**src/offload_pkg.sv**
```systemverilog
/*
 * Offload path definitions
 * Widths, target codes, SSR configuration opcodes and the request,
 * response and instruction-word types shared by the offload complex
 */
`default_nettype none

package offload_pkg;

  // --------------------------------------------------
  // Sizes
  // --------------------------------------------------
  localparam int unsigned NumTargets = 4;
  localparam int unsigned NumExt     = 3;
  localparam int unsigned TgtAddrW   = 2;
  localparam int unsigned IdW        = 5;
  localparam int unsigned DataW      = 32;
  localparam int unsigned NumSsrs    = 2;
  localparam int unsigned NumCfgRegs = 8;

  // Index widths into the SSR config register file
  localparam int unsigned SsrSelW  = $clog2(NumSsrs);
  localparam int unsigned CfgSelW  = $clog2(NumCfgRegs);
  localparam int unsigned CfgAddrW = 12;

  // Target codes on the addr field
  localparam logic [TgtAddrW-1:0] TgtFpu    = 2'd0;
  localparam logic [TgtAddrW-1:0] TgtShared = 2'd1;
  localparam logic [TgtAddrW-1:0] TgtSsr    = 2'd2;
  localparam logic [TgtAddrW-1:0] TgtSnax   = 2'd3;

  // SSR config instructions, one custom opcode and four funct3 codes
  localparam logic [6:0] OpcScfg  = 7'b0101011;
  localparam logic [2:0] F3Scfgri = 3'b001;
  localparam logic [2:0] F3Scfgwi = 3'b010;
  localparam logic [2:0] F3Scfgr  = 3'b011;
  localparam logic [2:0] F3Scfgw  = 3'b100;

  // --------------------------------------------------
  // Instruction word views
  // --------------------------------------------------
  typedef struct packed {
    logic [11:0] imm12;
    logic [4:0]  rs1;
    logic [2:0]  funct3;
    logic [4:0]  rd;
    logic [6:0]  opcode;
  } scfg_itype_t;

  typedef struct packed {
    logic [6:0] funct7;
    logic [4:0] rs2;
    logic [4:0] rs1;
    logic [2:0] funct3;
    logic [4:0] rd;
    logic [6:0] opcode;
  } scfg_rtype_t;

  typedef union packed {
    scfg_itype_t itype;
    scfg_rtype_t rtype;
  } scfg_insn_u;

  // --------------------------------------------------
  // Offload request and response
  // --------------------------------------------------
  typedef struct packed {
    logic [TgtAddrW-1:0] addr;
    logic [IdW-1:0]      id;
    scfg_insn_u          data_op;
    logic [DataW-1:0]    data_arga;
    logic [DataW-1:0]    data_argb;
  } acc_req_t;

  typedef struct packed {
    logic [IdW-1:0]   id;
    logic [DataW-1:0] data;
    logic             error;
  } acc_rsp_t;

  // SSR select and register index of one config access
  typedef struct packed {
    logic [4:0] dm;
    logic [6:0] reg_idx;
  } cfg_word_t;

endpackage

`default_nettype wire
```
**src/offload_complex.sv**
```systemverilog
/*
 * Offload complex
 * Steers core offload requests to the FPU, shared muldiv, SSR config
 * and SNAX targets and merges their responses back to the core
 */
`timescale 1ns/1ps
`default_nettype none

module offload_complex (
  input  logic                                            clk_i,
  input  logic                                            rst_ni,
  input  offload_pkg::acc_req_t                           acc_req_i,
  input  logic                                            acc_qvalid_i,
  output logic                                            acc_qready_o,
  output offload_pkg::acc_rsp_t                           acc_rsp_o,
  output logic                                            acc_pvalid_o,
  input  logic                                            acc_pready_i,
  output offload_pkg::acc_req_t                           ext_req_o,
  output logic [offload_pkg::NumExt-1:0]                  ext_qvalid_o,
  input  logic [offload_pkg::NumExt-1:0]                  ext_qready_i,
  input  offload_pkg::acc_rsp_t [offload_pkg::NumExt-1:0] ext_rsp_i,
  input  logic [offload_pkg::NumExt-1:0]                  ext_pvalid_i,
  output logic [offload_pkg::NumExt-1:0]                  ext_pready_o
);

  import offload_pkg::*;

  logic [NumTargets-1:0]     tgt_qvalid;
  logic [NumTargets-1:0]     tgt_qready;
  acc_rsp_t [NumTargets-1:0] tgt_rsp;
  logic [NumTargets-1:0]     tgt_pvalid;
  logic [NumTargets-1:0]     tgt_pready;

  logic     ssr_qready;
  acc_rsp_t ssr_rsp;
  logic     ssr_pvalid;

  offload_demux u_demux (
    .acc_req_i    (acc_req_i),
    .acc_qvalid_i (acc_qvalid_i),
    .acc_qready_o (acc_qready_o),
    .tgt_qvalid_o (tgt_qvalid),
    .tgt_qready_i (tgt_qready)
  );

  // --------------------------------------------------
  // Target map, ext ports 0/1/2 are FPU/shared/SNAX
  // --------------------------------------------------
  // Request payload fans out to every external port
  assign ext_req_o    = acc_req_i;
  assign ext_qvalid_o = {tgt_qvalid[TgtSnax], tgt_qvalid[TgtShared], tgt_qvalid[TgtFpu]};
  assign ext_pready_o = {tgt_pready[TgtSnax], tgt_pready[TgtShared], tgt_pready[TgtFpu]};

  always_comb begin
    tgt_qready[TgtFpu]    = ext_qready_i[0];
    tgt_qready[TgtShared] = ext_qready_i[1];
    tgt_qready[TgtSsr]    = ssr_qready;
    tgt_qready[TgtSnax]   = ext_qready_i[2];
    tgt_rsp[TgtFpu]       = ext_rsp_i[0];
    tgt_rsp[TgtShared]    = ext_rsp_i[1];
    tgt_rsp[TgtSsr]       = ssr_rsp;
    tgt_rsp[TgtSnax]      = ext_rsp_i[2];
    tgt_pvalid[TgtFpu]    = ext_pvalid_i[0];
    tgt_pvalid[TgtShared] = ext_pvalid_i[1];
    tgt_pvalid[TgtSsr]    = ssr_pvalid;
    tgt_pvalid[TgtSnax]   = ext_pvalid_i[2];
  end

  ssr_cfg_unit u_ssr_cfg (
    .clk_i    (clk_i),
    .rst_ni   (rst_ni),
    .req_i    (acc_req_i),
    .qvalid_i (tgt_qvalid[TgtSsr]),
    .qready_o (ssr_qready),
    .rsp_o    (ssr_rsp),
    .pvalid_o (ssr_pvalid),
    .pready_i (tgt_pready[TgtSsr])
  );

  resp_arbiter u_arbiter (
    .clk_i        (clk_i),
    .rst_ni       (rst_ni),
    .inp_rsp_i    (tgt_rsp),
    .inp_pvalid_i (tgt_pvalid),
    .inp_pready_o (tgt_pready),
    .oup_rsp_o    (acc_rsp_o),
    .oup_pvalid_o (acc_pvalid_o),
    .oup_pready_i (acc_pready_i)
  );

endmodule

`default_nettype wire

```
**src/resp_arbiter.sv**
```systemverilog
/*
 * Response arbiter
 * Round-robin merge of the target responses into one registered
 * response stream back to the core
 */
`timescale 1ns/1ps
`default_nettype none

module resp_arbiter (
  input  logic                                                clk_i,
  input  logic                                                rst_ni,
  input  offload_pkg::acc_rsp_t [offload_pkg::NumTargets-1:0] inp_rsp_i,
  input  logic [offload_pkg::NumTargets-1:0]                  inp_pvalid_i,
  output logic [offload_pkg::NumTargets-1:0]                  inp_pready_o,
  output offload_pkg::acc_rsp_t                               oup_rsp_o,
  output logic                                                oup_pvalid_o,
  input  logic                                                oup_pready_i
);

  import offload_pkg::*;

  logic [TgtAddrW-1:0] last_q;
  logic [TgtAddrW-1:0] win;
  logic                any_valid;
  logic                take;
  int unsigned         cand;

  acc_rsp_t oup_rsp_q;
  logic     oup_pvalid_q;

  // Output slot takes a new entry when empty or drained
  assign take = ~oup_pvalid_q | oup_pready_i;

  // --------------------------------------------------
  // Round-robin pick
  // --------------------------------------------------
  // Search starts just after the last winner and wraps
  always_comb begin
    win       = last_q;
    any_valid = 1'b0;
    cand      = 0;
    for (int unsigned i = 1; i <= NumTargets; i++) begin
      cand = (last_q + i) % NumTargets;
      if (!any_valid && inp_pvalid_i[cand]) begin
        any_valid = 1'b1;
        win       = cand[TgtAddrW-1:0];
      end
    end
  end

  always_comb begin
    inp_pready_o = '0;
    if (take && any_valid) begin
      inp_pready_o[win] = 1'b1;
    end
  end

  // --------------------------------------------------
  // Output register
  // --------------------------------------------------
  always_ff @(posedge clk_i) begin
    if (rst_ni) begin
      oup_pvalid_q <= 1'b0;
      last_q       <= TgtAddrW'(NumTargets - 1);
    end else if (take) begin
      oup_pvalid_q <= any_valid;
      if (any_valid) begin
        last_q <= win;
      end
    end
  end

  // Payload held while the core stalls
  always_ff @(posedge clk_i) begin
    if (take && any_valid) begin
      oup_rsp_q <= inp_rsp_i[win];
    end
  end

  assign oup_rsp_o    = oup_rsp_q;
  assign oup_pvalid_o = oup_pvalid_q;

endmodule

`default_nettype wire

```
**src/ssr_cfg_unit.sv**
```systemverilog
/*
 * SSR configuration unit
 * Decodes the scfg read and write instructions and serves them from a
 * per-SSR config register file, one response slot deep
 */
`timescale 1ns/1ps
`default_nettype none

module ssr_cfg_unit (
  input  logic                  clk_i,
  input  logic                  rst_ni,
  input  offload_pkg::acc_req_t req_i,
  input  logic                  qvalid_i,
  output logic                  qready_o,
  output offload_pkg::acc_rsp_t rsp_o,
  output logic                  pvalid_o,
  input  logic                  pready_i
);

  import offload_pkg::*;

  logic [NumSsrs-1:0][NumCfgRegs-1:0][DataW-1:0] regs_q;

  logic [CfgAddrW-1:0] cfg_addr;
  cfg_word_t           word;
  logic                is_imm;
  logic                is_reg;
  logic                is_write;
  logic                in_range;
  logic [DataW-1:0]    rdata;
  logic                accept;

  acc_rsp_t rsp_q;
  logic     pvalid_q;
  logic     live_q;

  // --------------------------------------------------
  // Decode
  // --------------------------------------------------
  assign is_imm = (req_i.data_op.itype.opcode == OpcScfg) &&
                  ((req_i.data_op.itype.funct3 == F3Scfgri) ||
                   (req_i.data_op.itype.funct3 == F3Scfgwi));
  assign is_reg = (req_i.data_op.rtype.opcode == OpcScfg) &&
                  ((req_i.data_op.rtype.funct3 == F3Scfgr) ||
                   (req_i.data_op.rtype.funct3 == F3Scfgw));

  // Unknown ops fall through as a read of SSR 0, register 0
  always_comb begin
    cfg_addr = '0;
    is_write = 1'b0;
    if (is_imm) begin
      cfg_addr = req_i.data_op.itype.imm12;
      is_write = (req_i.data_op.itype.funct3 == F3Scfgwi);
    end else if (is_reg) begin
      cfg_addr = req_i.data_argb[CfgAddrW-1:0];
      is_write = (req_i.data_op.rtype.funct3 == F3Scfgw);
    end
    word.reg_idx = cfg_addr[11:5];
    word.dm      = cfg_addr[4:0];
  end

  assign in_range = (word.dm < NumSsrs) && (word.reg_idx < NumCfgRegs);

  // Holes in the address space read as zero
  assign rdata = in_range ? regs_q[word.dm[SsrSelW-1:0]][word.reg_idx[CfgSelW-1:0]] : '0;

  // --------------------------------------------------
  // Handshake and register file
  // --------------------------------------------------
  // Slot frees up when empty or drained this cycle
  assign qready_o = live_q & (~pvalid_q | pready_i);
  assign accept   = qvalid_i & qready_o;

  always_ff @(posedge clk_i) begin
    if (rst_ni) begin
      live_q   <= 1'b0;
      pvalid_q <= 1'b0;
      regs_q   <= '0;
    end else begin
      live_q <= 1'b1;
      if (accept) begin
        pvalid_q <= 1'b1;
        if (is_write && in_range) begin
          regs_q[word.dm[SsrSelW-1:0]][word.reg_idx[CfgSelW-1:0]] <= req_i.data_arga;
        end
      end else if (pready_i) begin
        pvalid_q <= 1'b0;
      end
    end
  end

  // Writes answer with id 0 so the core writes nothing back
  always_ff @(posedge clk_i) begin
    if (accept) begin
      rsp_q.id    <= is_write ? '0 : req_i.id;
      rsp_q.data  <= rdata;
      rsp_q.error <= 1'b0;
    end
  end

  assign rsp_o    = rsp_q;
  assign pvalid_o = pvalid_q;

endmodule

`default_nettype wire

```
**src/offload_demux.sv**
```systemverilog
/*
 * Offload request demux
 * Raises valid on the target picked by the request address and
 * hands that target's ready back to the core
 */
`timescale 1ns/1ps
`default_nettype none

module offload_demux (
  input  offload_pkg::acc_req_t              acc_req_i,
  input  logic                               acc_qvalid_i,
  output logic                               acc_qready_o,
  output logic [offload_pkg::NumTargets-1:0] tgt_qvalid_o,
  input  logic [offload_pkg::NumTargets-1:0] tgt_qready_i
);

  import offload_pkg::*;

  // One-hot valid, at most one target sees the request
  always_comb begin
    tgt_qvalid_o = '0;
    for (int unsigned i = 0; i < NumTargets; i++) begin
      if (acc_req_i.addr == TgtAddrW'(i)) begin
        tgt_qvalid_o[i] = acc_qvalid_i;
      end
    end
  end

  // Ready follows the addressed target only
  always_comb begin
    acc_qready_o = 1'b0;
    for (int unsigned i = 0; i < NumTargets; i++) begin
      if (acc_req_i.addr == TgtAddrW'(i)) begin
        acc_qready_o = tgt_qready_i[i];
      end
    end
  end

endmodule

`default_nettype wire

```
**config.mk**
```make
export PLATFORM = sky130hd
export DESIGN_NAME = offload_complex
export DESIGN_NICKNAME = d
export VERILOG_FILES = /design/src/offload_pkg.sv /design/src/offload_complex.sv /design/src/resp_arbiter.sv /design/src/ssr_cfg_unit.sv /design/src/offload_demux.sv
export SDC_FILE = /design/constraint.sdc
export NUM_CORES = 1
export LEC_CHECK = 0
export BUFFER_PORTS_ARGS = -buffer_cell sky130_fd_sc_hd__buf_2
export CORE_MARGIN = 10
export CORE_UTILIZATION = 45
export DETAILED_ROUTE_END_ITERATION = 16
export GPL_TIMING_DRIVEN = 1
export PLACE_DENSITY = 0.67
export SYNTH_ARGS = -nofsm -noshare
export SYNTH_HDL_FRONTEND = slang
export SYNTH_SLANG_ARGS = --single-unit
```
**constraint.sdc**
```tcl
create_clock -name clk_i -period 3.04 [get_ports clk_i]
set_input_delay 0.152 -clock clk_i [delete_from_list [all_inputs] [get_ports clk_i]]
set_output_delay 0.152 -clock clk_i [all_outputs]
set_load 0.01 [all_outputs]
```
==> qor.json <==
{
  "timing": {
    "final_hold_viol_count": 1,
    "setup-tns-final_ns": 0,
    "slew_at_the_pin_closest_to_its_max_slew_limit_ns": 1.08,
    "max_slew_margin": 0.279,
    "number_of_pins_with_negative_max_slew_slack_in_the_final_report": 0,
    "hold_slack_ns": -0.00911,
    "post-route-period-util": 0.934,
    "clock-skew-final_ns": 0.0278,
    "rsz0062_at_grt": "false",
    "final_period_minus_worst_setup_slack_ns": 2.84,
    "finalSetupViolCount": 0,
    "fmax_ghz": 0.352
  },
  "synthesis": {
    "ys_seq_area_frac": 0.461,
    "synth.top_cell.area_share": 0.379,
    "yosys_warnings": 0,
    "syn-instance-count": 3387,
    "syn_avg_cell_area_um2": 8.07,
    "synth-edff-count": 75,
    "ys_types": 66,
    "async_reset_ff_frac": 0,
    "post_synth_instance_area_um2": 27300,
    "synth-main-ff-cell": "sky130_fd_sc_hd__dfxtp_1",
    "postSynthRegisterBits": 592,
    "netlist_top_cells_area": "sky130_fd_sc_hd__dfxtp_1 (38%), sky130_fd_sc_hd__nand2_1 (15%), sky130_fd_sc_hd__a21oi_1 (9.7%)",
    "synth_nets": 3614,
    "yosysTopAreaCell": "sky130_fd_sc_hd__dfxtp_1"
  },
  "place": {
    "port_buffers": 315,
    "dp.cells": 4183,
    "post-dp-hpwl_um": 62000,
    "gp_congestion": 0.916
  },
  "finish": {
    "final_cell_mix": "sky130_fd_sc_hd__nand2_1 (1,110), sky130_fd_sc_hd__a21oi_1 (531), sky130_fd_sc_hd__dfxtp_1 (516)",
    "antennaDiodeCount": 0,
    "area_added_between_synthesis_and_finish_pct": 17.7,
    "final_nets": 3808,
    "layout.cells.non_filler": 4413,
    "share_of_layout_cells_above_drive_strength_1": 0.162,
    "most_common_cell_after_layout_fill_and_taps_aside": "sky130_fd_sc_hd__nand2_1"
  },
  "routing": {
    "wl_per_cell_um": 22.6,
    "drt_drc_violations_left": 0,
    "violation_count_after_the_first_detailed_routing_iteration": 2918,
    "antenna_violating_nets_post_route": 0,
    "detail_route.wirelength_um": 99900,
    "vias_per_cell": 5.72,
    "route.vias.total": 25300,
    "drt_pass1_iterations": 6
  },
  "global_routing": {
    "grt_usage": 0.268,
    "grt_overflow": 0,
    "vias_in_the_first_global_route": 23400,
    "grt_first_pass_wirelength_um": 148000,
    "grt_max_degree": 134,
    "antenna_found_initial": 1
  },
  "hold_path": {
    "worst_hold_path.num_cells": 3,
    "hold_path.startpoint": "ext_rsp_i[104]",
    "whs_endpoint": "u_arbiter.oup_rsp_o[28]",
    "hold_class": "in2reg"
  },
  "worst_setup_path": {
    "worst_ep_required_time_ns": 2.89,
    "r2r_setup_slack_ns": 0.26,
    "timing.rr.end": "u_arbiter.oup_rsp_o[4]",
    "startpoint_of_the_worst_register_to_register_path": "u_arbiter.last_q[0]",
    "start_kind": "register",
    "worst-setup-path-type": "reg2out",
    "r2r.worst_path.cells": 7,
    "timing.critical_path.arrival_ns": 2.69,
    "endpoint_kind": "primary output",
    "crit_path_max_fanout": 34
  },
  "floorplanning": {
    "core_um2": 60200,
    "initial_core_util": 0.454,
    "die_height_um": 266,
    "die_width_um": 266,
    "design.die.area_um2": 71000,
    "number_of_ports_placed_on_the_die_boundary": 376,
    "num_rows": 90
  },
  "clocking": {
    "clk_transition_reported_paths_ns": 0.06,
    "htree_levels": 2,
    "worst_skew_pair.late_latency_ns": 0.65,
    "cts_sinks": 592,
    "cts_buffer_depth": 3,
    "numCtsBuffers": 59,
    "cts_tree": "done",
    "postCtsSetupRepairBufs": 0,
    "clock_tree.root_cell": "sky130_fd_sc_hd__clkbuf_16"
  },
  "power": {
    "clock_power_share": 0.432,
    "total_switching_power_mw": 4.19,
    "total_leakage_power_nw": 10.6,
    "seqPwrFrac": 0.473,
    "total_power_divided_by_cell_area_nw_per_um2": 534,
    "fraction_of_power_spent_switching_nets": 0.244,
    "worst_ir_drop_vdd_uv": 429,
    "cell_internal_pwr_mw": 13.0,
    "power.share.combinational": 0.095
  },
  "run_status": {
    "violated_checks": "hold timing",
    "outcome": "complete, but fails checks"
  },
  "job": {
    "drv.max_cap_violation_count": 0
  }
}
-- state kept, by name (all words and copies together) (netlist names) --
name and cells:
u_arbiter.oup_pvalid_o 1, u_ssr_cfg.rsp_o 37, u_arbiter.last_q 2, u_ssr_cfg.regs_q 512, u_ssr_cfg.pvalid_o 1, u_arbiter.oup_rsp_o 38, u_ssr_cfg.live_q 1
-- routing by layer --
metal / track usage / vias to the layer above / routed length (µm)
li1: - / 11800 / -
met1: 0.355 / 11900 / 41000
met2: 0.422 / 1308 / 44700
met3: 0.0527 / 244 / 10100
met4: 0.106 / 0 / 4010
met5: 0 / - / 0
-- power by group through the flow --
| stage | registers (mW) | logic, mW | clock network [mW] |
|---|---|---|---|
| after CTS | 8.13 | 1.61 | 7.45 |
| after global placement | 8.30 | 1.36 | 0 |
| after floorplan | 8.36 | 0.820 | 0 |
| after detailed placement | 8.30 | 1.36 | 0 |
| final | 8.14 | 1.63 | 7.42 |
| after global routing | 8.14 | 1.75 | 7.78 |
-- metrics by stage --
stage	util	total power, mW	setup WS, ns	area, µm²
after floorplan	-	9.18	-0.00285	27400
after global placement	0.482	9.66	0.0725	29000
after detailed placement	0.482	9.66	0.0684	29000
after CTS	0.534	17.2	0.110	32200
after global routing	0.534	17.7	0.0442	32200
final	0.534	17.2	0.200	32200
-- area by class of cell --
cell class,instances,area (µm²)
clock inverters,13,119
multi-input cells,2355,12400
inverters,6,30.0
flip-flops and latches,592,12600
clock buffers,98,1860
fillers,5500,28100
repair buffers,567,4190
well taps,782,978
-- logic make-up (layout without fill, tap and decap cells) --
kind of cell / count (synthesis) / count (layout) / synth area share
flip-flops: 592 / 592 / 0.461
buffers and inverters: 440 / 684 / 0.0885
AND/OR/NAND/NOR: 1337 / 1337 / 0.203
multiplexers: 242 / 242 / 0.0893
XOR/XNOR: 2 / 2 / 0.000641
AO/OA/AOI/OAI: 774 / 774 / 0.157
-- critical path, cell delays in order, from the launching register on --
cell and delay (ns):
sky130_fd_sc_hd__dfxtp_2 0.35, sky130_fd_sc_hd__o41ai_4 0.20, sky130_fd_sc_hd__buf_4 0.22, sky130_fd_sc_hd__clkinvlp_4 0.10, sky130_fd_sc_hd__a31o_4 0.35, sky130_fd_sc_hd__and2_4 0.23, sky130_fd_sc_hd__mux4_2 0.44, sky130_fd_sc_hd__buf_2 0.16
-- cell usage after synthesis (5+ instances only) --
master and count:
sky130_fd_sc_hd__nor4_1 22, sky130_fd_sc_hd__clkbuf_1 187, sky130_fd_sc_hd__o22ai_1 113, sky130_fd_sc_hd__a211oi_1 43, sky130_fd_sc_hd__nand2_1 1111, sky130_fd_sc_hd__and4_1 16, sky130_fd_sc_hd__buf_2 67, sky130_fd_sc_hd__nand4_1 22
sky130_fd_sc_hd__nor3_1 20, sky130_fd_sc_hd__nor2_1 63, sky130_fd_sc_hd__buf_4 158, sky130_fd_sc_hd__nand4bb_1 5, sky130_fd_sc_hd__a21oi_1 532, sky130_fd_sc_hd__edfxtp_1 75, sky130_fd_sc_hd__dfxtp_1 517, sky130_fd_sc_hd__mux2i_1 239
sky130_fd_sc_hd__nor2b_1 9, sky130_fd_sc_hd__buf_1 10, sky130_fd_sc_hd__a31oi_1 40, sky130_fd_sc_hd__inv_1 6, sky130_fd_sc_hd__and2_1 38, sky130_fd_sc_hd__buf_6 12, sky130_fd_sc_hd__o21ai_0 19
-- what timing repair did --
item | CTS | global route
hold endpoints to repair | 555 | 0
hold buffers | 119 | 0
setup endpoints to repair | 0 | 1
resized for setup | 0 | 1
-- how the worst max path moves through the flow --
| stage | slack (ns) | end | cells past startpoint | from |
|---|---|---|---|---|
| 2_1_floorplan | -0.003 | u_ssr_cfg.rsp_o[10] | 7 | u_ssr_cfg.pvalid_o |
| 3_3_place_gp | 0.07 | u_ssr_cfg.rsp_o[21] | 9 | acc_req_i[77] |
| 3_5_place_dp | 0.07 | u_ssr_cfg.regs_q[46] | 10 | acc_req_i[77] |
| 4_1_cts | 0.11 | acc_qready_o | 7 | u_arbiter.last_q[0] |
| 5_1_grt | 0.04 | ext_pready_o[0] | 6 | u_arbiter.last_q[1] |
| 6_report | 0.20 | acc_qready_o | 7 | u_ssr_cfg.pvalid_o |
Power figures use the tool's default switching activity.
